### config.mk
export PLATFORM = sky130hd
export DESIGN_NAME = reg_file
export DESIGN_NICKNAME = d
export VERILOG_FILES = /design/src/cpu_pkg.sv /design/src/reg_file.sv
export VERILOG_INCLUDE_DIRS = /design/src
export SDC_FILE = /design/constraint.sdc
export NUM_CORES = 2
export LEC_CHECK = 0
export BUFFER_PORTS_ARGS = -buffer_cell sky130_fd_sc_hd__buf_2
export CAP_MARGIN = 20
export CORE_MARGIN = 8
export CORE_UTILIZATION = 50
export CTS_CLUSTER_DIAMETER = 80
export DETAILED_ROUTE_END_ITERATION = 6
export PLACE_DENSITY_LB_ADDON = 0.2
export SYNTH_ARGS = -nofsm -noshare
export SYNTH_HDL_FRONTEND = slang
export SYNTH_SLANG_ARGS = --single-unit
### constraint.sdc
create_clock -name clk -period 4.7 [get_ports clk]
set_input_delay 0.94 -clock clk [delete_from_list [all_inputs] [get_ports clk]]
set_output_delay 0.94 -clock clk [all_outputs]
set_load 0.02 [all_outputs]
### src/cpu_defines.svh
`ifndef CPU_DEFINES_SVH
`define CPU_DEFINES_SVH

// Datapath width
`define XLEN 32

// Memory depths in words
`define IMEM_WORDS 256
`define DMEM_WORDS 256

// First fetch address
`define RESET_PC 32'h0000_0000

// ADDI x0, x0, 0
`define NOP_INSTR 32'h0000_0013

`endif

### src/cpu_pkg.sv
`default_nettype none
`include "cpu_defines.svh"

package cpu_pkg;

  typedef logic [`XLEN-1:0] word_t;
  typedef logic [4:0]       regIdx_t;

  typedef enum logic [3:0] {
    aluAdd, aluSub, aluAnd, aluOr, aluXor,
    aluSlt, aluSll, aluSrl, aluPassB
  } aluOp_t;

  typedef enum logic [1:0] {
    wbSrcAlu, wbSrcMem, wbSrcPcPlus4
  } wbSel_t;

  typedef enum logic [2:0] {
    immI, immS, immB, immU, immJ
  } immSel_t;

  // Operand source in execute
  typedef enum logic [1:0] {
    fwdReg, fwdFromMem, fwdFromWb
  } fwdSel_t;

  // Supported major opcodes
  typedef enum logic [6:0] {
    opLui    = 7'b0110111,
    opJal    = 7'b1101111,
    opBranch = 7'b1100011,
    opLoad   = 7'b0000011,
    opStore  = 7'b0100011,
    opImm    = 7'b0010011,
    opReg    = 7'b0110011
  } opcode_t;

endpackage

`default_nettype wire

### src/reg_file.sv
`timescale 1ns/10ps
`default_nettype none

module reg_file (
  input  wire                   clk,
  input  wire                   rst,
  input  wire                   we,
  input  wire cpu_pkg::regIdx_t waddr,
  input  wire cpu_pkg::regIdx_t raddr1,
  input  wire cpu_pkg::regIdx_t raddr2,
  input  wire cpu_pkg::word_t   wdata,
  output cpu_pkg::word_t        rdata1,
  output cpu_pkg::word_t        rdata2
);
  import cpu_pkg::*;

  word_t regs [32];

  // Architectural state starts at zero
  always_ff @(posedge clk) begin
    if (rst) begin
      for (int i = 0; i < 32; i++) begin
        regs[i] <= '0;
      end
    end else if (we && waddr != '0) begin
      regs[waddr] <= wdata;
    end
  end

  // Bypass the WB write into the ID read
  assign rdata1 = (raddr1 == '0) ? '0 :
                  (we && waddr == raddr1) ? wdata : regs[raddr1];
  assign rdata2 = (raddr2 == '0) ? '0 :
                  (we && waddr == raddr2) ? wdata : regs[raddr2];

  x0StaysZero: assert property (@(posedge clk) disable iff (rst)
    regs[0] == '0);

endmodule

`default_nettype wire

* Yosys cells after proc, flatten, opt, wreduce, memory -nomap -nowiden
Memory sizes are Yosys's and may differ from the RTL's.
Index checks and enable logic that the tools add are counted.
** Storage, ports and cells
- Register bits :: 0
- Memory bits (writable) :: 1024
- Memories kept :: 1
- Output and inout bits :: 64
** Operators by class
- Equality and inequality tests :: 2
- Multiplexer cells :: 12
- Reduce and logical (&&, ||, !) cells :: 7
** Memories
- regs :: words 32, width 32, read ports 2, clocked after Yosys merged registers in 0, wr ports 32, line reg_file.sv:17 : word_t regs [32];
** Operators by type and width (count)
- 32-bit two-way mux :: 5
- 32-bit OR reduction :: 1
- 5-bit equality test :: 2
- 5-bit zero test :: 2
- 1-bit two-way mux :: 6
- 5-bit two-way mux :: 1
- 5-bit nonzero test :: 1
- 1-bit logical AND :: 3

* Logic depth before layout (Yosys ltp)
- Depth in word-level cells :: 7
- Mapped depth :: 10
- Mapped depth without buffers :: 5

* Least setup slack after synthesis
Ideal clock, no wire load.
- Kind :: input -> output
- From :: in raddr2[1]
- To :: out rdata2[10]
- Setup slack :: 970 ps
- Buffers on the path :: 3
- Arrival :: 2790 ps
- Stages on the path :: 7
- Data required time :: 3760 ps
- Cells stage by stage :: buf_2 -> buf_1 -> clkbuf_1 -> mux4_2 -> a2111oi_0 -> a21oi_1 -> a22o_1
** On the way
- Cells in the longest elaborated chain, start to end :: 4
- Elaborated cells between the ends (all ways) :: 6
** Ends and longest elaborated chain
- start: declaration :: line reg_file.sv:10 : input wire cpu_pkg::regIdx_t raddr2,
- branches (longest 3 deep; another with memory read 32 x 32 bit)
- 32-bit two-way mux (*) :: line reg_file.sv:33 : assign rdata2 = (raddr2 == '0) ? '0 :
- end: declaration :: line reg_file.sv:13 : output cpu_pkg::word_t rdata2
Every way passes the cells marked *.

* Worst setup path in the final report
- From :: in raddr2[3]
- To :: out rdata2[9]
The elaborated chain is that of the path after synthesis.

==> key figures <==
Status
  • Status: complete, no violations

Drt
  • Wire per inst: around 35 µm
  • Avg Vias per Cell: 6.750
  • Via count of the routed design: around 36000
  • Post-DRT Antenna Nets: 0
  • Pre-Repair DR Iteration Count: 6
  • Remaining DRCs: 0
  • Initial drt markers: 5166
  • Routed wire length: 186.6 mm

Placed design
  • Placed instance area: a little under 60000 µm²
  • Placed cells: approximately 5000
  • # port buffers: around 110
  • DP HPWL: around 120 mm
  • GP Congestion: between 0.9 and 1

Clock network
  • Num Clock Sinks: 1024
  • Reg clk slew, reported paths: around 60 ps
  • CTS tree: built
  • CTS Buffer Depth: 3
  • Root Driver: clkbuf_16
  • Depth of the CTS H-tree: 3
  • Post-CTS Hold Buffers: 0
  • CTS Buf Count: 108

Synthesis
  • Post-synthesis sequential area ratio: between 50% and 60%
  • Asr flop ratio synth: 0%
  • YS warnings: 0
  • Post-Syn Instances: about 3700
  • Synth Flop Type: edfxtp_1
  • Number of enable flip-flop cells after synthesis: between 1000 and 1500
  • Seq cells post-synth: 1024
  • Post-Syn Area: ~55000 µm²
  • Syn avg cell area: approximately 15 µm²
  • Yosys cell types: 50

Setup path
  • WP data required: 3760 ps
  • Crit path DAT: approximately 3700 ps
  • Startpoint Class: primary input
  • CP endpoint kind: primary output
  • Slowest-stage cell, CP: a2111oi_0
  • Crit path top cell by count: buf_2
  • Cell Chain, Critical Path: buf_2 > nand3b_1 > buf_4 > o22ai_1 > a2111oi_0 > a21oi_1 > a22o_1 > buf_2
  • Kind of critical path: in2out
  • Crit. Startpoint: raddr2[3]
  • Slowest stage delay, CP: about 850 ps
  • CP max FO: 13

Pwr
  • Static Leakage: 21.74 nW
  • PnR Total Power: roughly 22 mW
  • PD cells: between 300 and 400 nW/µm²
  • Worst vdd ir: 0.2738 mV

Hold path
  • Hold WC Path Type: in2reg
  • Min-Delay Startpoint: wdata[18]

Cells and area
  • Layout Cells excl Fill: approximately 5300
  • Design area: a little over 60000 µm²
  • Max reg flops: 1024
  • Fraction of layout cells with a size suffix above 1: 24.66%
  • Fill cell count: approximately 8600
  • Most frequent cells in the layout: 1024 x edfxtp_1, 993 x and2_1, 388 x mux4_2
  • Fin nets: a little under 4000
  • Biggest register: regs
  • Commonest non-fill, non-tap cell in the layout: edfxtp_1
  • P&R area growth vs syn: 11.88%
  • Largest regs: regs x1024

Timing
  • Final period util: between 90% and 100%
  • Rel. slew slack: roughly 23%
  • Endpoints failing setup: 0
  • F_max: 0.2175 GHz
  • Period minus WS final: roughly 4600 ps
  • RSZ-0062 raised after global routing: false
  • Count of final hold-check violations: 0
  • Fin. max-slew vios: 0
  • TNS Setup: 0 ps
  • Slew of the pin with the lowest slew margin: roughly 1100 ps

Floorplanning
  • Initial core utilization: slightly above 50%
  • I/O pins: roughly 110
  • Core ar.: about 110000 µm²
  • Row cnt: roughly 120
  • Die area: approximately 120000 µm²
  • Die H: 346.8 µm
  • Die Width: 346.8 µm

Global route
  • GR Overflow Total: 0
  • Antenna violations before repair: 21
  • Vias in the first global route: around 35000
  • GRT Overall Usage: 30.15%
  • First-pass GRT wire length: ~260 mm
  • Largest net degree at the start of global routing: 51

Job
  • MaxCap Viol Count: 0
-- worst max-delay path: cells and delay by family --
kind	cells	cell delay (ps)
AO/OA/AOI/OAI	4	1450
buffers and inverters	3	860
AND/OR/NAND/NOR	1	380
-- area by class of cell --
| type | instances | area, µm² | share of cell area, % |
|---|---|---|---|
| multi-input cells | 2331 | 22550 | 36.83 |
| clock inverters | 46 | 305.3 | 0.4986 |
| clock buffers | 138 | 2836 | 4.633 |
| repair buffers | 340 | 2969 | 4.849 |
| diodes | 16 | 40.04 | 0.06540 |
| inverters | 2 | 7.507 | 0.01226 |
| flip-flops and latches | 1024 | 30750 | 50.22 |
| well taps | 1414 | 1769 | 2.890 |
-- synthesized netlist by cell type, drive strengths merged, types with 5 or more instances --
cell | number | area (µm²)
edfxtp | 1024 | 30750
o221ai | 42 | 367.9
mux4 | 388 | 8738
and2 | 996 | 6231
o21ai | 9 | 45.04
mux2 | 5 | 56.30
a211oi | 7 | 52.55
o211ai | 10 | 75.07
o221a | 18 | 202.7
a22oi | 133 | 998.5
or2 | 33 | 206.5
clkbuf | 302 | 1134
xnor2 | 10 | 87.58
a21oi | 78 | 390.4
a31oi | 7 | 43.79
nand3b | 5 | 37.54
nor2 | 43 | 161.4
nand3 | 12 | 60.06
a2111oi | 24 | 210.2
nor2b | 6 | 37.54
a221o | 13 | 130.1
mux2i | 281 | 2813
nand2 | 35 | 131.4
buf | 112 | 626.8
o22ai | 41 | 256.5
a22o | 55 | 481.7
a32oi | 9 | 78.83
-- cells by family (layout without fill, tap and decap cells) --
| kind of cell | Yosys count | count (layout) | synth area share, % |
|---|---|---|---|
| muxes | 674 | 674 | 21.21 |
| and+or+nand+nor | 1146 | 1146 | 12.75 |
| xor gates and xnor gates | 10 | 10 | 0.1600 |
| other | 1 | 48 | 0.006853 |
| AOI/OAI and AO/OA | 469 | 469 | 6.452 |
| buffers and inverters | 416 | 526 | 3.231 |
| DFF | 1024 | 1024 | 56.19 |
-- metal layers --
| layer | up-vias | track usage (%) | share of wire (%) |
|---|---|---|---|
| met4 | 4 | 16.18 | 6.5 |
| met3 | 505 | 6.541 | 11 |
| met5 | - | 0 | 0.011 |
| met1 | 18410 | 40.21 | 38 |
| li1 | 14590 | - | - |
| met2 | 2344 | 46.40 | 45 |
-- worst paths after layout --
path,to,cells after the start
max,rdata2[9],8
min,regs[16][18],2
-- repair_timing --
item	CTS	global route
endpoints found under the hold margin	0	0
buffers inserted	0	0
endpoints found under the setup margin	0	1
gates resized for setup	0	4
-- stage by stage --
step	util, %	worst slack [ps]	hold slack [ps]
6_report	56.32	101.4	733.5
3_5_place_dp	53.37	34.09	1417
5_1_grt	56.29	48.68	700.7
2_1_floorplan	-	970.2	1138
4_1_cts	56.26	22.43	679.0
3_3_place_gp	53.36	-771.4	1415
-- power by group --
| part | internal [mW] | switching (mW) | total (mW) |
|---|---|---|---|
| sequential | 10.6 | 0.254 | 10.8 |
| combinational | 1.18 | 1.80 | 2.98 |
| clock | 4.42 | 3.52 | 7.94 |
| total | 16.2 | 5.57 | 21.7 |
(Power assumes the default switching activity.)
