$ cat config.mk
export PLATFORM = sky130hd
export DESIGN_NAME = execute_unit
export DESIGN_NICKNAME = d
export VERILOG_FILES = /design/src/cpu_pkg.sv /design/src/execute_unit.sv
export VERILOG_INCLUDE_DIRS = /design/src
export SDC_FILE = /design/constraint.sdc
export NUM_CORES = 1
export LEC_CHECK = 0
export BUFFER_PORTS_ARGS = -buffer_cell sky130_fd_sc_hd__buf_4
export CORE_ASPECT_RATIO = 1.1
export CORE_MARGIN = 2
export CORE_UTILIZATION = 35
export DETAILED_ROUTE_END_ITERATION = 10
export PLACE_DENSITY = 0.53
export SYNTH_ARGS = -nofsm -noshare
export SYNTH_HDL_FRONTEND = slang
export SYNTH_SLANG_ARGS = --single-unit
$ cat constraint.sdc
create_clock -name vclk -period 13.2
set_clock_uncertainty 0.2 [all_clocks]
set_input_delay 1.32 -clock vclk [all_inputs]
set_output_delay 1.32 -clock vclk [all_outputs]
set_load 0.03 [all_outputs]
$ cat src/cpu_defines.svh
`ifndef CPU_DEFINES_SVH
`define CPU_DEFINES_SVH

// Datapath width
`define XLEN 32

// Memory depths in words
`define IMEM_WORDS 256
`define DMEM_WORDS 256

// First fetch address
`define RESET_PC 32'h0000_0000

// ADDI x0, x0, 0
`define NOP_INSTR 32'h0000_0013

`endif

$ cat src/cpu_pkg.sv
`default_nettype none
`include "cpu_defines.svh"

package cpu_pkg;

  typedef logic [`XLEN-1:0] word_t;
  typedef logic [4:0]       regIdx_t;

  typedef enum logic [3:0] {
    aluAdd, aluSub, aluAnd, aluOr, aluXor,
    aluSlt, aluSll, aluSrl, aluPassB
  } aluOp_t;

  typedef enum logic [1:0] {
    wbSrcAlu, wbSrcMem, wbSrcPcPlus4
  } wbSel_t;

  typedef enum logic [2:0] {
    immI, immS, immB, immU, immJ
  } immSel_t;

  // Operand source in execute
  typedef enum logic [1:0] {
    fwdReg, fwdFromMem, fwdFromWb
  } fwdSel_t;

  // Supported major opcodes
  typedef enum logic [6:0] {
    opLui    = 7'b0110111,
    opJal    = 7'b1101111,
    opBranch = 7'b1100011,
    opLoad   = 7'b0000011,
    opStore  = 7'b0100011,
    opImm    = 7'b0010011,
    opReg    = 7'b0110011
  } opcode_t;

endpackage

`default_nettype wire

$ cat src/execute_unit.sv
`timescale 1ns/10ps
`default_nettype none
`include "cpu_defines.svh"

module execute_unit (
  input  wire cpu_pkg::word_t   pc,
  input  wire cpu_pkg::word_t   rdata1,
  input  wire cpu_pkg::word_t   rdata2,
  input  wire cpu_pkg::word_t   imm,
  input  wire cpu_pkg::word_t   memResult,
  input  wire cpu_pkg::word_t   wbResult,
  input  wire cpu_pkg::fwdSel_t fwdA,
  input  wire cpu_pkg::fwdSel_t fwdB,
  input  wire cpu_pkg::aluOp_t  aluOp,
  input  wire                   aluSrcImm,
  input  wire                   aluSrcPc,
  input  wire                   isBranch,
  input  wire                   isJump,
  input  wire [2:0]             branchFunct,
  output cpu_pkg::word_t        aluResult,
  output cpu_pkg::word_t        storeData,
  output cpu_pkg::word_t        redirectPc,
  output logic                  redirect
);
  import cpu_pkg::*;

  word_t opA;
  word_t opB;
  word_t aluA;
  word_t aluB;
  logic  isEq;
  logic  isLt;
  logic  taken;

  // Forwarded register operands
  always_comb begin
    case (fwdA)
      fwdFromMem: opA = memResult;
      fwdFromWb:  opA = wbResult;
      default:    opA = rdata1;
    endcase
    case (fwdB)
      fwdFromMem: opB = memResult;
      fwdFromWb:  opB = wbResult;
      default:    opB = rdata2;
    endcase
  end

  assign aluA = aluSrcPc ? pc : opA;
  assign aluB = aluSrcImm ? imm : opB;

  always_comb begin
    case (aluOp)
      aluAdd:   aluResult = aluA + aluB;
      aluSub:   aluResult = aluA - aluB;
      aluAnd:   aluResult = aluA & aluB;
      aluOr:    aluResult = aluA | aluB;
      aluXor:   aluResult = aluA ^ aluB;
      aluSlt:   aluResult = {{(`XLEN-1){1'b0}}, $signed(aluA) < $signed(aluB)};
      aluSll:   aluResult = aluA << aluB[4:0];
      aluSrl:   aluResult = aluA >> aluB[4:0];
      aluPassB: aluResult = aluB;
      default:  aluResult = '0;
    endcase
  end

  ////////////////////////////////////////
  // Branch decision
  ////////////////////////////////////////

  assign isEq = (opA == opB);
  assign isLt = ($signed(opA) < $signed(opB));

  always_comb begin
    case (branchFunct)
      3'b000:  taken = isEq;
      3'b001:  taken = !isEq;
      3'b100:  taken = isLt;
      3'b101:  taken = !isLt;
      default: taken = 1'b0;
    endcase
  end

  assign redirect   = isJump || (isBranch && taken);
  assign redirectPc = pc + imm;
  assign storeData  = opB;

endmodule

`default_nettype wire

Word-level counts from Yosys, hierarchy flattened
Index checks and enable logic that the tools add are counted.

Bits in registers: 0. Output and inout port bits: 97. Word-level logic and storage cells: 38.

Add/subtract/negate cells: 3. Order comparisons: 2. Equal/unequal tests: 16. Shifts and indexed selects: 2. Muxes and demuxes: 6. Bitwise operators: 3. Reductions and logical operators: 6.

Operators by type and width (number): 32-bit case mux with 9 select lines (1); 32-bit case mux with 2 select lines (2); 32-bit adder (2); 32-bit less-than comparator (2); 32-bit two-way mux (2); 32-bit AND (1); 32-bit == test (1); 32-bit bitwise OR (1); 32-bit by 5-bit << shifter with 32-bit output (1); 32-bit by 5-bit right shift with 32-bit output (1); 32-bit subtractor (1); 32-bit XOR (1); 4-bit by 3-bit == test with 1-bit output, second input constant (4); 4-bit by 2-bit == test with 1-bit output, second input constant (2); 3-bit == test, second input constant (2); 2-bit by 1-bit == test with 1-bit output, second input constant (2); 2-bit == test, second input constant (2); 4-bit by 1-bit == test with 1-bit output, second input constant (1); 4-bit == test, second input constant (1); 4-bit zero test (1); 1-bit case mux with 4 select lines (1); 3-bit by 1-bit == test with 1-bit output, second input constant (1); 3-bit zero test (1); 1-bit zero test (2); 2 further kinds (2).

Longest topological paths before layout
Word-level depth: 7. Depth in mapped cells: 21. Depth with buffers taken out: 17.

Worst setup path after synthesis
Ideal clock, no wire load.

Kind: in2out. Start: input fwdB[0]. End: output aluResult[27]. Arrival time: 6224 ps. Required time: 11680 ps. Setup slack: 5456 ps. Stages: 20. Buffers on the path: 7. Path through: inv_1 > ha_1 > buf_2 > a221oi_1 > o31a_1 > buf_2 > buf_1 > buf_2 > buf_2 > buf_2 > ha_1 > clkbuf_1 > nor3b_1 > o311ai_0 > a211oi_1 > o21ai_0 > o21ai_0 > o41ai_1 > nor4_1 > o31ai_1.

Cells in the longest elaborated chain, start to end: 5.

Ends and longest elaborated chain: start: declaration (line execute_unit.sv:13) `input wire cpu_pkg::fwdSel_t fwdB,`; 2-bit == test / 2-bit by 1-bit == test with 1-bit output (equally long branches) (line execute_unit.sv:42) `case (fwdB)`; 32-bit case mux with 2 select lines * (line execute_unit.sv:42); 32-bit two-way mux * (line execute_unit.sv:50) `assign aluB = aluSrcImm ? imm : opB;`; 32-bit subtractor (tied with other cells) (line execute_unit.sv:55) `aluSub: aluResult = aluA - aluB;`; 32-bit case mux with 9 select lines * (line execute_unit.sv:53) `case (aluOp)`; end: declaration (line execute_unit.sv:20) `output cpu_pkg::word_t aluResult,`.

Every way passes the cells marked *; elsewhere a longest branch is shown, timed or not.

Worst setup path after layout
Same ends and word-level chain as after synthesis.

==> metrics.txt <==
critical path data arrival time=7.36 ns; number of buffers inserted to repair setup after CTS=0; Least-Margin Pin Slew=1.19 ns; smallest hold slack=~2.8 ns; crit path time final=8.88 ns; post-place instance area=15500 um2; final antenna-violating net count=0; fraction of final layout cells sized beyond drive strength 1=0.193; wire length reported by the detailed router=75300 um; unrepaired setup endpoints after global routing=false; nets in the synthesized netlist=2335; combined flip-flop and latch cell area=0 um2; worst slew margin relative to its limit=0.205; count of max-cap constraint violations=0; total of hold buffers inserted after clock tree synthesis=0; count of unresolved DRC violations after routing=0; proportion of netlist area held by the largest area contributor=0.158; die height=around 200 um; crit path launch type=primary input; number of nets in the finished design=2536; aggregate global routing overflow=0; biggest fanout along the worst timing path=45; netlist area before placement=13000 um2; max-slew violation count=0; Achievable Freq=0.113 GHz; wire length of the first global-routing pass=108000 um; area added between synthesis and finish=20.0%; library cell with the largest summed area after synthesis=ha_1; maximum vdd drop=around 0.058 mV; final-layout clock buffer total=0; Final Hold Vio Count=0; distinct cell type count of the synthesized netlist=just under 80; number of fillers in the final layout=4030; worst setup path category=in2out; Seq cells=0; Core Area=36400 um2; site row count=73; final design utilization=0.428; number of design-rule violations left by the first detailed-router iteration=1716; number of failing setup endpoints in the final timing report=0; critical path capture point type=output port; average cell area after synthesis=6.60 um2; quantity of I/O buffers inserted on ports=approximately 300; via count=17100; Initial Utilization=0.356; Non-Filler Cell Area, Final=15500 um2; total number of yosys warnings=0; worst setup path startpoint=fwdB[0]; leading post-synthesis cells by cell area=ha_1 (16%), mux2i_1 (8.2%), o21ai_0 (7.0%); Pwr per Cell Area=86.7 nW/um2; count of instances resized after the clock tree is built=0; largest net degree at the start of global routing=70; outcome=completed; DR WL/cell=28.4 um; post-route clock period utilization=0.672; Worst Hold Class=in2out; IO Count=304; area of the die=38600 um2; Detailed Routing Iterations Pass 1=6; initial antenna violation count=3; Critical Path RT=11.68 ns; Vias per Instance=6.46; final total power=0.00135 W; LEAKAGE=7.32 nW; setup tns final=0 ns; portion of the post-synthesis area used by sequential elements=0; Post-Syn Instances=1961; Critical path destination=aluResult[27]; Tot GR Track Use=0.370; overall die width=187 um; area used by multi-input combinational logic=11800 um2; Final Wtd Congestion=1.04; HPWL after detailed placement=61700 um; via count of the first global-routing pass=roughly 16000
## kinds of logic (layout without fill, tap and decap cells)
family                     count (synthesis)  after routing  synth area share
AOI/OAI and AO/OA                        747            747             0.401
and+or+nand+nor                          575            575             0.209
buffers and inverters                    299            498            0.0926
adders and majority gates                167            167             0.163
muxes                                    142            142             0.114
xor gates and xnor gates                  31             31            0.0210
other                                      0              1                 0
## report_power, final
part	internal, W	total [W]	switching, W	leakage, nW
sequential	0	0	0	0
combinational	0.000465	0.00135	0.000883	7.32
clock	0.0000000000102	0.0000000000102	0	0.00000634
total	0.000465	0.00135	0.000883	7.32
## worst min path at each step
stage | from | end | slack, ns | depth (start not counted)
after floorplan | rdata2[0] | storeData[0] | 2.68 | 2
after global placement | isJump | redirect | 2.85 | 3
after detailed placement | isJump | redirect | 2.84 | 3
after CTS | isJump | redirect | 2.85 | 3
after global routing | isJump | redirect | 2.85 | 3
final | isJump | redirect | 2.83 | 3
## critical path, stage by stage
cell and delay [ns]:
buf_4 0.09, inv_1 0.03, ha_1 0.26, buf_4 0.41
inv_1 0.55, o21ai_0 0.60, o21a_1 0.18, buf_4 0.48
ha_1 0.40, inv_1 0.13, o311ai_0 0.23, a211oi_1 0.73
o21ai_0 0.33, o21ai_0 0.55, o41ai_1 0.19, nor4_1 0.40
o2bb2ai_1 0.16, o31ai_1 0.09, buf_4 0.18
## per-layer routing
layer | wire, um | GRT usage
met3 | 5350 | 0.0437
met1 | 31900 | 0.479
met5 | 26 | 0
met2 | 34100 | 0.616
met4 | 3930 | 0.172
## final cells by class
cell class,count,area share
Antenna cell,1,0.000161
Inverter,158,0.0382
Multi-Input combinational cell,1662,0.758
Tap cell,487,0.0392
Timing Repair Buffer,340,0.164
## metrics by stage
stage / cells / setup slack [ns]
3_5_place_dp: 2647 / 4.53
5_1_grt: 2648 / 4.18
3_3_place_gp: 2647 / 4.59
6_report: 2648 / 4.32
2_1_floorplan: 1961 / 5.46
4_1_cts: 2647 / 4.54
## Yosys cell counts (40+ instances only)
| cell | instances |
|---|---|
| mux2i_1 | 106 |
| ha_1 | 164 |
| nand3_1 | 40 |
| inv_1 | 156 |
| nand2_1 | 175 |
| clkbuf_1 | 89 |
| a21oi_1 | 135 |
| o21ai_0 | 182 |
| a221o_1 | 47 |
| a21o_1 | 42 |
| a221oi_1 | 43 |
| nor2_1 | 159 |
## placed cells by master (no fill, tap or decap), drive strengths merged, types with 5 or more instances in the layout
cell / count
a221o: 47
o31ai: 16
xnor2: 19
o21bai: 18
a31o: 5
inv: 158
xor2: 12
a211oi: 29
or3: 12
a22o: 22
a221oi: 44
buf: 340
o22ai: 21
nand4: 19
nor4: 15
o221a: 10
a31oi: 12
o21a: 16
o31a: 9
nor3b: 10
ha: 164
nand2b: 35
o2111ai: 9
nor2: 159
o221ai: 35
a22oi: 26
o211ai: 33
nand3: 40
and2: 9
a211o: 5
a21o: 42
mux2i: 106
or2: 11
nor3: 34
and3: 12
nand2: 175
nor2b: 32
a21oi: 135
mux2: 35
o21ai: 183
Note: power is estimated with default switching activity, not from simulation.
