`config.mk`:
```
export PLATFORM = sky130hd
export DESIGN_NAME = hazard_unit
export DESIGN_NICKNAME = d
export VERILOG_FILES = /design/src/cpu_pkg.sv /design/src/hazard_unit.sv
export VERILOG_INCLUDE_DIRS = /design/src
export SDC_FILE = /design/constraint.sdc
export NUM_CORES = 1
export LEC_CHECK = 0
export ABC_AREA = 1
export BUFFER_PORTS_ARGS = -buffer_cell sky130_fd_sc_hd__buf_4
export CORE_AREA = 2 2 39 41
export DETAILED_ROUTE_END_ITERATION = 12
export DIE_AREA = 0 0 41 43
export GPL_TIMING_DRIVEN = 0
export PLACE_DENSITY = 0.84
export SYNTH_ARGS = -nofsm -noshare
export SYNTH_HDL_FRONTEND = slang
export SYNTH_SLANG_ARGS = --single-unit
```
`constraint.sdc`:
```
create_clock -name vclk -period 2
set_input_delay 0.4 -clock vclk [all_inputs]
set_output_delay 0.4 -clock vclk [all_outputs]
set_load 0.02 [all_outputs]
```
`src/cpu_defines.svh`:
```
`ifndef CPU_DEFINES_SVH
`define CPU_DEFINES_SVH

// Datapath width
`define XLEN 32

// Memory depths in words
`define IMEM_WORDS 256
`define DMEM_WORDS 256

// First fetch address
`define RESET_PC 32'h0000_0000

// ADDI x0, x0, 0
`define NOP_INSTR 32'h0000_0013

`endif

```
`src/cpu_pkg.sv`:
```
`default_nettype none
`include "cpu_defines.svh"

package cpu_pkg;

  typedef logic [`XLEN-1:0] word_t;
  typedef logic [4:0]       regIdx_t;

  typedef enum logic [3:0] {
    aluAdd, aluSub, aluAnd, aluOr, aluXor,
    aluSlt, aluSll, aluSrl, aluPassB
  } aluOp_t;

  typedef enum logic [1:0] {
    wbSrcAlu, wbSrcMem, wbSrcPcPlus4
  } wbSel_t;

  typedef enum logic [2:0] {
    immI, immS, immB, immU, immJ
  } immSel_t;

  // Operand source in execute
  typedef enum logic [1:0] {
    fwdReg, fwdFromMem, fwdFromWb
  } fwdSel_t;

  // Supported major opcodes
  typedef enum logic [6:0] {
    opLui    = 7'b0110111,
    opJal    = 7'b1101111,
    opBranch = 7'b1100011,
    opLoad   = 7'b0000011,
    opStore  = 7'b0100011,
    opImm    = 7'b0010011,
    opReg    = 7'b0110011
  } opcode_t;

endpackage

`default_nettype wire

```
`src/hazard_unit.sv`:
```
`timescale 1ns/10ps
`default_nettype none

module hazard_unit (
  input  wire cpu_pkg::regIdx_t idRs1,
  input  wire cpu_pkg::regIdx_t idRs2,
  input  wire cpu_pkg::regIdx_t exRs1,
  input  wire cpu_pkg::regIdx_t exRs2,
  input  wire cpu_pkg::regIdx_t exRd,
  input  wire cpu_pkg::regIdx_t memRd,
  input  wire cpu_pkg::regIdx_t wbRd,
  input  wire                   exMemRead,
  input  wire                   memRegWrite,
  input  wire                   wbRegWrite,
  output logic                  stall,
  output cpu_pkg::fwdSel_t      fwdA,
  output cpu_pkg::fwdSel_t      fwdB
);
  import cpu_pkg::*;

  // Load in EX feeding the instruction in ID
  assign stall = exMemRead && (exRd != '0) &&
                 ((exRd == idRs1) || (exRd == idRs2));

  ////////////////////////////////////////
  // Forwarding, youngest result first
  ////////////////////////////////////////

  always_comb begin
    fwdA = fwdReg;
    if (memRegWrite && memRd != '0 && memRd == exRs1) begin
      fwdA = fwdFromMem;
    end else if (wbRegWrite && wbRd != '0 && wbRd == exRs1) begin
      fwdA = fwdFromWb;
    end
  end

  always_comb begin
    fwdB = fwdReg;
    if (memRegWrite && memRd != '0 && memRd == exRs2) begin
      fwdB = fwdFromMem;
    end else if (wbRegWrite && wbRd != '0 && wbRd == exRs2) begin
      fwdB = fwdFromWb;
    end
  end

endmodule

`default_nettype wire

```
* After elaboration in Yosys (flattened, before gate mapping)
Cells that the tools add are included.
** Storage, ports and cells
- Flip-flop bits (word level) :: 0
- Latch bits :: 0
- Bits in writable memories :: 0
- ROM bits :: 0
- Input bits :: 38
- Word-level logic and storage cells :: 22
- Memories kept :: 0
** Cells by class
- Add/sub/neg operators :: 0
- Multipliers :: 0
- Divide/modulo/power cells :: 0
- Order comparisons :: 0
- Equality and inequality tests :: 6
- Shifts and indexed selects :: 0
- Multiplexer cells :: 4
- Bitwise operators :: 0
- Reductions and logical operators :: 12
** Operators by type and width (count)
- 5-bit == test :: 6
- 5-bit nonzero test :: 3
- 1-bit logical AND :: 8
- 2-bit 2-to-1 mux :: 4
- 1-bit logical OR :: 1

* Longest topological paths before layout
Gate-level depths: netlist of run 1.
- Word-level depth :: 5
- Depth in mapped cells :: 7
- Mapped depth without buffers :: 7

* Worst setup path after synthesis of run 1
No wires, ideal clock.
- Path type :: input-to-output
- Start :: input port exRs2[0]
- End :: output port fwdB[1]
- Arrival time :: 1.064 ns
- Required time :: 1.600 ns
- Setup slack :: 0.536 ns
- Stages on the path :: 7
- Buffers on the path :: 0
- Cells stage by stage :: inv_1 > nand2_1 > nand2_1 > nor2_1 > nand3_1 > nor2_2 > nor2_1
** Between the ends
- Word-level cells in the longest chain between the ends :: 4
** RTL lines
- from (decl) :: RTL line hazard_unit.sv:8 : input wire cpu_pkg::regIdx_t exRs2,
- 5-bit == test :: RTL line hazard_unit.sv:42 : end else if (wbRegWrite && wbRd != '0 && wbRd == exRs2) begin
- 1-bit logical AND :: RTL line hazard_unit.sv:42
- 2-bit 2-to-1 mux :: RTL line hazard_unit.sv:42
- 2-bit 2-to-1 mux (*) :: RTL line hazard_unit.sv:40 : if (memRegWrite && memRd != '0 && memRd == exRs2) begin
- to (decl) :: RTL line hazard_unit.sv:17 : output cpu_pkg::fwdSel_t fwdB
Mark *: on every way between the ends. The rest lies on a longest branch, timed or not.

* Worst setup path after layout of run 1
- Start :: input port exRs2[3]
- End :: output port fwdB[1]
The elaborated chain is that of the path after synthesis.

==> impl_metrics.env, run 1 <==
export IMPL_status="completed"
export IMPL_hold_buffers=0
export IMPL_grt_pass1_wl_um=2610
export IMPL_tightest_slew_ps=183
export IMPL_critPathTopFamily="simple AND/OR/NAND/NOR gates"
export IMPL_fin_crit_sh=0.790
export IMPL_power_density_mw_per_mm2=191
export IMPL_grt_pass1_vias=689
export IMPL_cp_required_ps=1600
export IMPL_syn_inst=126
export IMPL_post_route_util=0.650
export IMPL_syn_to_final_growth_pct=61.6
export IMPL_syn_avg_cell_area_um2=4.42
export IMPL_min_path_type="in2out"
export IMPL_fmax_mhz=633
export IMPL_num_antenna_cells=0
export IMPL_ys_warn_count=0
export IMPL_fp_dieW_um=41
export IMPL_dieHeight_um=43
export IMPL_via_count=809
export IMPL_synth_cell_types=13
export IMPL_grt_overflow_total=0
export IMPL_leakage_uw=0.000583
export IMPL_drcViolationCount=0
export IMPL_synth_xor_xnor_area_share=0.173
export IMPL_rows=14
export IMPL_synth_simple_gate_area_frac=0.634
export IMPL_synth_top_family_by_area="simple AND/OR/NAND/NOR gates"
export IMPL_tns_ps=0
export IMPL_setup_violations=0
export IMPL_wl_um=1620
export IMPL_drv_cap=0
export IMPL_cts_repair_resized=0
export IMPL_antenna_found_initial=0
export IMPL_cts_setup_buffers=0
export IMPL_seq_area_frac_synth=0
export IMPL_synthesis_nets=164
export IMPL_synth_compound_area_frac=0.0180
export IMPL_crit_slowest_cell="xnor2_1"
export IMPL_drtIter0Drc=12
export IMPL_core_area_mm2=0.00138
export IMPL_fp_dieArea_mm2=0.00176
export IMPL_synth_adder_area_share=0
export IMPL_period_minus_slack_ps=1580
export IMPL_crit_arrival_ps=1180
export IMPL_port_buffers=43
export IMPL_nClkBuffers=0
export IMPL_avgRoutedWirePerCell_um=8.74
export IMPL_synth_area_um2=557
export IMPL_pin_count=43
export IMPL_initial_core_util=0.402
export IMPL_design_seq_count=0
export IMPL_slowest_delay_ps=190
export IMPL_drtPass1Iterations=4
export IMPL_worstSetupPathType="in2out"
export IMPL_post_dp_hpwl_um=1500
export IMPL_final_hold_viol_count=0
export IMPL_path_buf_inv=2
export IMPL_track_usage=0.200
export IMPL_gp_congestion=0.793
export IMPL_crit_path_end_kind="output pin"
export IMPL_crit_cells=7
export IMPL_fin_nets=209
export IMPL_ir_drop_uv=96.2
export IMPL_drive_gt1_frac=0.302
export IMPL_route_antenna_remaining_nets=0
export IMPL_holdPathStages=4
export IMPL_grt_max_degree=5
export IMPL_muxShareOfSynthArea=0
export IMPL_relSlewSlack=0.877
export IMPL_final_seq_area_um2=0
export IMPL_slew_violations=0
export IMPL_path_cells="buf_4 > xnor2_1 > nand2_1 > nor2_1 > nand2_1 > nor2_1 > buf_4"
export IMPL_rsz0062_at_grt="false"
export IMPL_cp_start_kind="input pin"
export IMPL_critical_path_max_fanout=3
export IMPL_vias_per_cell=4.37
[area by class of cell]
cell class,count,area [um2]
multi-input combinational,100,459
timing repair buffer,43,323
tap,16,20.0
inverter,26,97.6
fill,146,484
[worst paths after layout]
kind / start / endpoint / slack (ps)
worst max-delay path: exRs2[3] / fwdB[1] / 420
worst min-delay path: exMemRead / stall / 1180
[per-layer routing]
| layer | global-route usage | vias to the layer above | part of all wire |
|---|---|---|---|
| met1 | 0.225 | 339 | 0.40 |
| li1 | - | 457 | - |
| met4 | 0 | 0 | 0 |
| met2 | 0.400 | 13 | 0.58 |
| met5 | 0 | - | 0 |
| met3 | 0.00524 | 0 | 0.026 |
[placed cells by master, fill, tap and decap left out]
cell type   n
o21ai_0     1
inv_2       5
nand3b_1    1
a21oi_1     1
nand4_1     4
xor2_1      3
nand3_1     4
xnor2_1     8
inv_1      21
buf_4      43
nand2_1    58
nand2_2     1
nor2_1     17
nor2_2      2
[stage by stage]
step | std cells | setup WS (ps) | hold slack (ps) | area, um2 | total power [uW]
after global placement | 185 | 449 | 1160 | 900 | 167
after floorplan | 126 | 536 | 935 | 557 | 79.7
after global routing | 185 | 308 | 1190 | 900 | 191
final | 185 | 420 | 1180 | 900 | 171
after CTS | 185 | 404 | 1170 | 900 | 172
after detailed placement | 185 | 404 | 1170 | 900 | 172
[kinds of logic after synthesis]
family | count (synthesis)
XOR/XNOR | 11
buffers and inverters | 26
AO/OA/AOI/OAI | 2
AND/OR/NAND/NOR | 87
[report_power, final]
| part | total (uW) | internal [uW] | switching [uW] |
|---|---|---|---|
| Combinational | 171 | 90.8 | 80.6 |
| Sequential | 0 | 0 | 0 |
| Clock | 0 | 0 | 0 |
[synth_stat cells]
library cell / n / area, um2
o21ai_0: 1 / 5.00
xnor2_1: 8 / 70.1
xor2_1: 3 / 26.3
nand4_1: 4 / 25.0
nand3b_1: 1 / 7.51
nor2_2: 2 / 12.5
nand2_1: 58 / 218
inv_2: 5 / 18.8
inv_1: 21 / 78.8
nor2_1: 17 / 63.8
a21oi_1: 1 / 5.00
nand3_1: 4 / 20.0
nand2_2: 1 / 6.26
(Power assumes the default switching activity.)
==> run 2: changes to the inputs <==
Settings changed: ABC_AREA 1 to 0, PLACE_DENSITY 0.84 to 0.71.
Clock period 2 ns to 1.5 ns, I/O delays scaled along.
==> run 2 against run 1 <==
The flow now finishes with violations (negative setup slack). Total power rose by 34%. Worst hold slack worse by 250 ps. Via count shrank 35%. Synthesized cell count down 61%. Setup slack worse by 780 ps. Cell area shrank 5.1%. Critical path depth is 2 lower. Non-clock buffer count is 2 higher. Flip-flop and latch count unchanged. Synthesized area down 30%. Routed wire length down 18%.
==> impl_metrics.env, run 2 <==
export IMPL_status="finished with violations"
export IMPL_violations="negative setup slack"
export IMPL_yosysTopAreaCellShare=0.447
export IMPL_design_seq_count=0
export IMPL_vias_per_cell=4.77
export IMPL_power_density_mw_per_mm2=269
export IMPL_finish_instance_area_um2=853
export IMPL_fp_dieArea_mm2=0.00176
export IMPL_post_dp_hpwl_um=1190
export IMPL_min_path_type="in2out"
export IMPL_avgRoutedWirePerCell_um=12.1
export IMPL_timing_hold_ws_ps=923
export IMPL_synth_most_common_cell="xor2_1"
export IMPL_period_minus_slack_ps=1860
export IMPL_drive_gt1_frac=0.606
export IMPL_dieHeight_um=43
export IMPL_grt_overflow_total=0
export IMPL_grt_pass1_vias=515
export IMPL_fp_dieW_um=41
export IMPL_drv_cap=0
export IMPL_p_int_uw=133
export IMPL_final_hold_viol_count=0
export IMPL_rows=14
export IMPL_p_total_uw=230
export IMPL_via_count=525
export IMPL_grt_max_degree=4
export IMPL_worstSetupPathType="in2out"
export IMPL_synth_common_cells="20 x xor2_1, 10 x xnor2_1, 5 x or4_1"
export IMPL_cp_start_kind="input pin"
export IMPL_drtIter0Drc=0
export IMPL_nClkBuffers=0
export IMPL_pin_count=43
export IMPL_post_route_util=0.617
export IMPL_syn_inst=49
export IMPL_track_usage=0.151
export IMPL_fmax_mhz=539
export IMPL_layout_setup_ws_ps=-356
export IMPL_pwr_share_clk=0
export IMPL_syn_avg_cell_area_um2=7.99
export IMPL_route_antenna_remaining_nets=0
export IMPL_slew_violations=0
export IMPL_ir_drop_uv=121
export IMPL_crit_path_end_kind="output pin"
export IMPL_drcViolationCount=0
export IMPL_crit_start="exRs1[1]"
export IMPL_power_switching_uw=96.5
export IMPL_synth_area_leaders="xor2_1 45%, xnor2_1 22%, or4_1 9.6%, nor4_2 6.4%, nand3_1 5.1%"
export IMPL_crit_arrival_ps=1560
export IMPL_syn_to_final_growth_pct=118
export IMPL_yosys_area_top_type="xor2_1"
export IMPL_final_seq_area_um2=0
export IMPL_seqPwrFrac=0
export IMPL_num_antenna_cells=0
export IMPL_swShare=0.420
export IMPL_setup_violations=5
export IMPL_final_common_cell="buf_4"
export IMPL_cp_required_ps=1200
export IMPL_antenna_found_initial=0
export IMPL_ys_warn_count=0
export IMPL_final_cell_mix="39 x buf_4, 20 x xor2_1, 10 x xnor2_1"
export IMPL_gp_congestion=0.635
export IMPL_fin_crit_sh=1.24
export IMPL_synthesis_nets=87
export IMPL_initial_core_util=0.283
export IMPL_rsz0062_at_grt="true"
export IMPL_synth_area_um2=392
export IMPL_leakage_uw=0.000365
export IMPL_place_area_um2=772
export IMPL_relSlewSlack=0.745
export IMPL_grt_pass1_wl_um=1930
export IMPL_drtPass1Iterations=1
export IMPL_seq_area_frac_synth=0
export IMPL_critical_path_max_fanout=2
export IMPL_synth_cell_types=11
export IMPL_port_buffers=43
export IMPL_wl_um=1330
export IMPL_core_area_mm2=0.00138
export IMPL_tightest_slew_ps=379
export IMPL_combPwrFrac=1.000
export IMPL_fin_nets=134
export IMPL_hold_start="exMemRead"
[run 2: power groups by stage]
stage / logic, uW / registers [uW] / clock network, uW
final: 230 / 0 / 0
after global routing: 247 / 0 / 0
after CTS: 223 / 0 / 0
after detailed placement: 208 / 0 / 0
after global placement: 205 / 0 / 0
after floorplan: 89.8 / 0 / 0
[run 2: worst paths after layout]
check / cells after the start / endpoint / slack (ps)
max: 5 / fwdA[1] / -360
min: 4 / stall / 920
[run 2: layer usage]
metal	part of all wire	routed length [um]	up-vias	GRT usage
met5	0	0	-	0
met4	0	0	0	0
met3	0.13	178	0	0.0105
met2	0.58	765	34	0.338
met1	0.29	385	225	0.130
li1	-	-	266	-
[run 2: what timing repair did]
item / 4_1_cts / 5_1_grt
endpoints found under the setup margin: 5 / 5
hold buffers: 0 / 0
pin swaps: 3 / 4
buffers inserted: 1 / 1
gates resized for setup: 9 / 7
[run 2: metrics by stage]
step	setup TNS (ps)	setup slack, ps	cells
detailed placement	-1270	-369	108
finish	-1090	-356	110
CTS	-1140	-369	109
global placement	-1210	-359	108
global route	-1280	-421	110
floorplan	-386	-193	49
[run 2: critical path, cell delays in order]
cell    delay [ps]
buf_4          120
xor2_1         150
or4_4          540
nor4_4         270
buf_4          170
[run 2: area by class of cell]
cell class | count | area, um2
repair buffers | 45 | 368
well taps | 16 | 20.0
fillers | 130 | 531
multi-input cells | 49 | 465
[run 2: kinds of logic after synthesis]
family / synth area share
compound gates: 0.0607
xor+xnor: 0.671
simple gates: 0.268
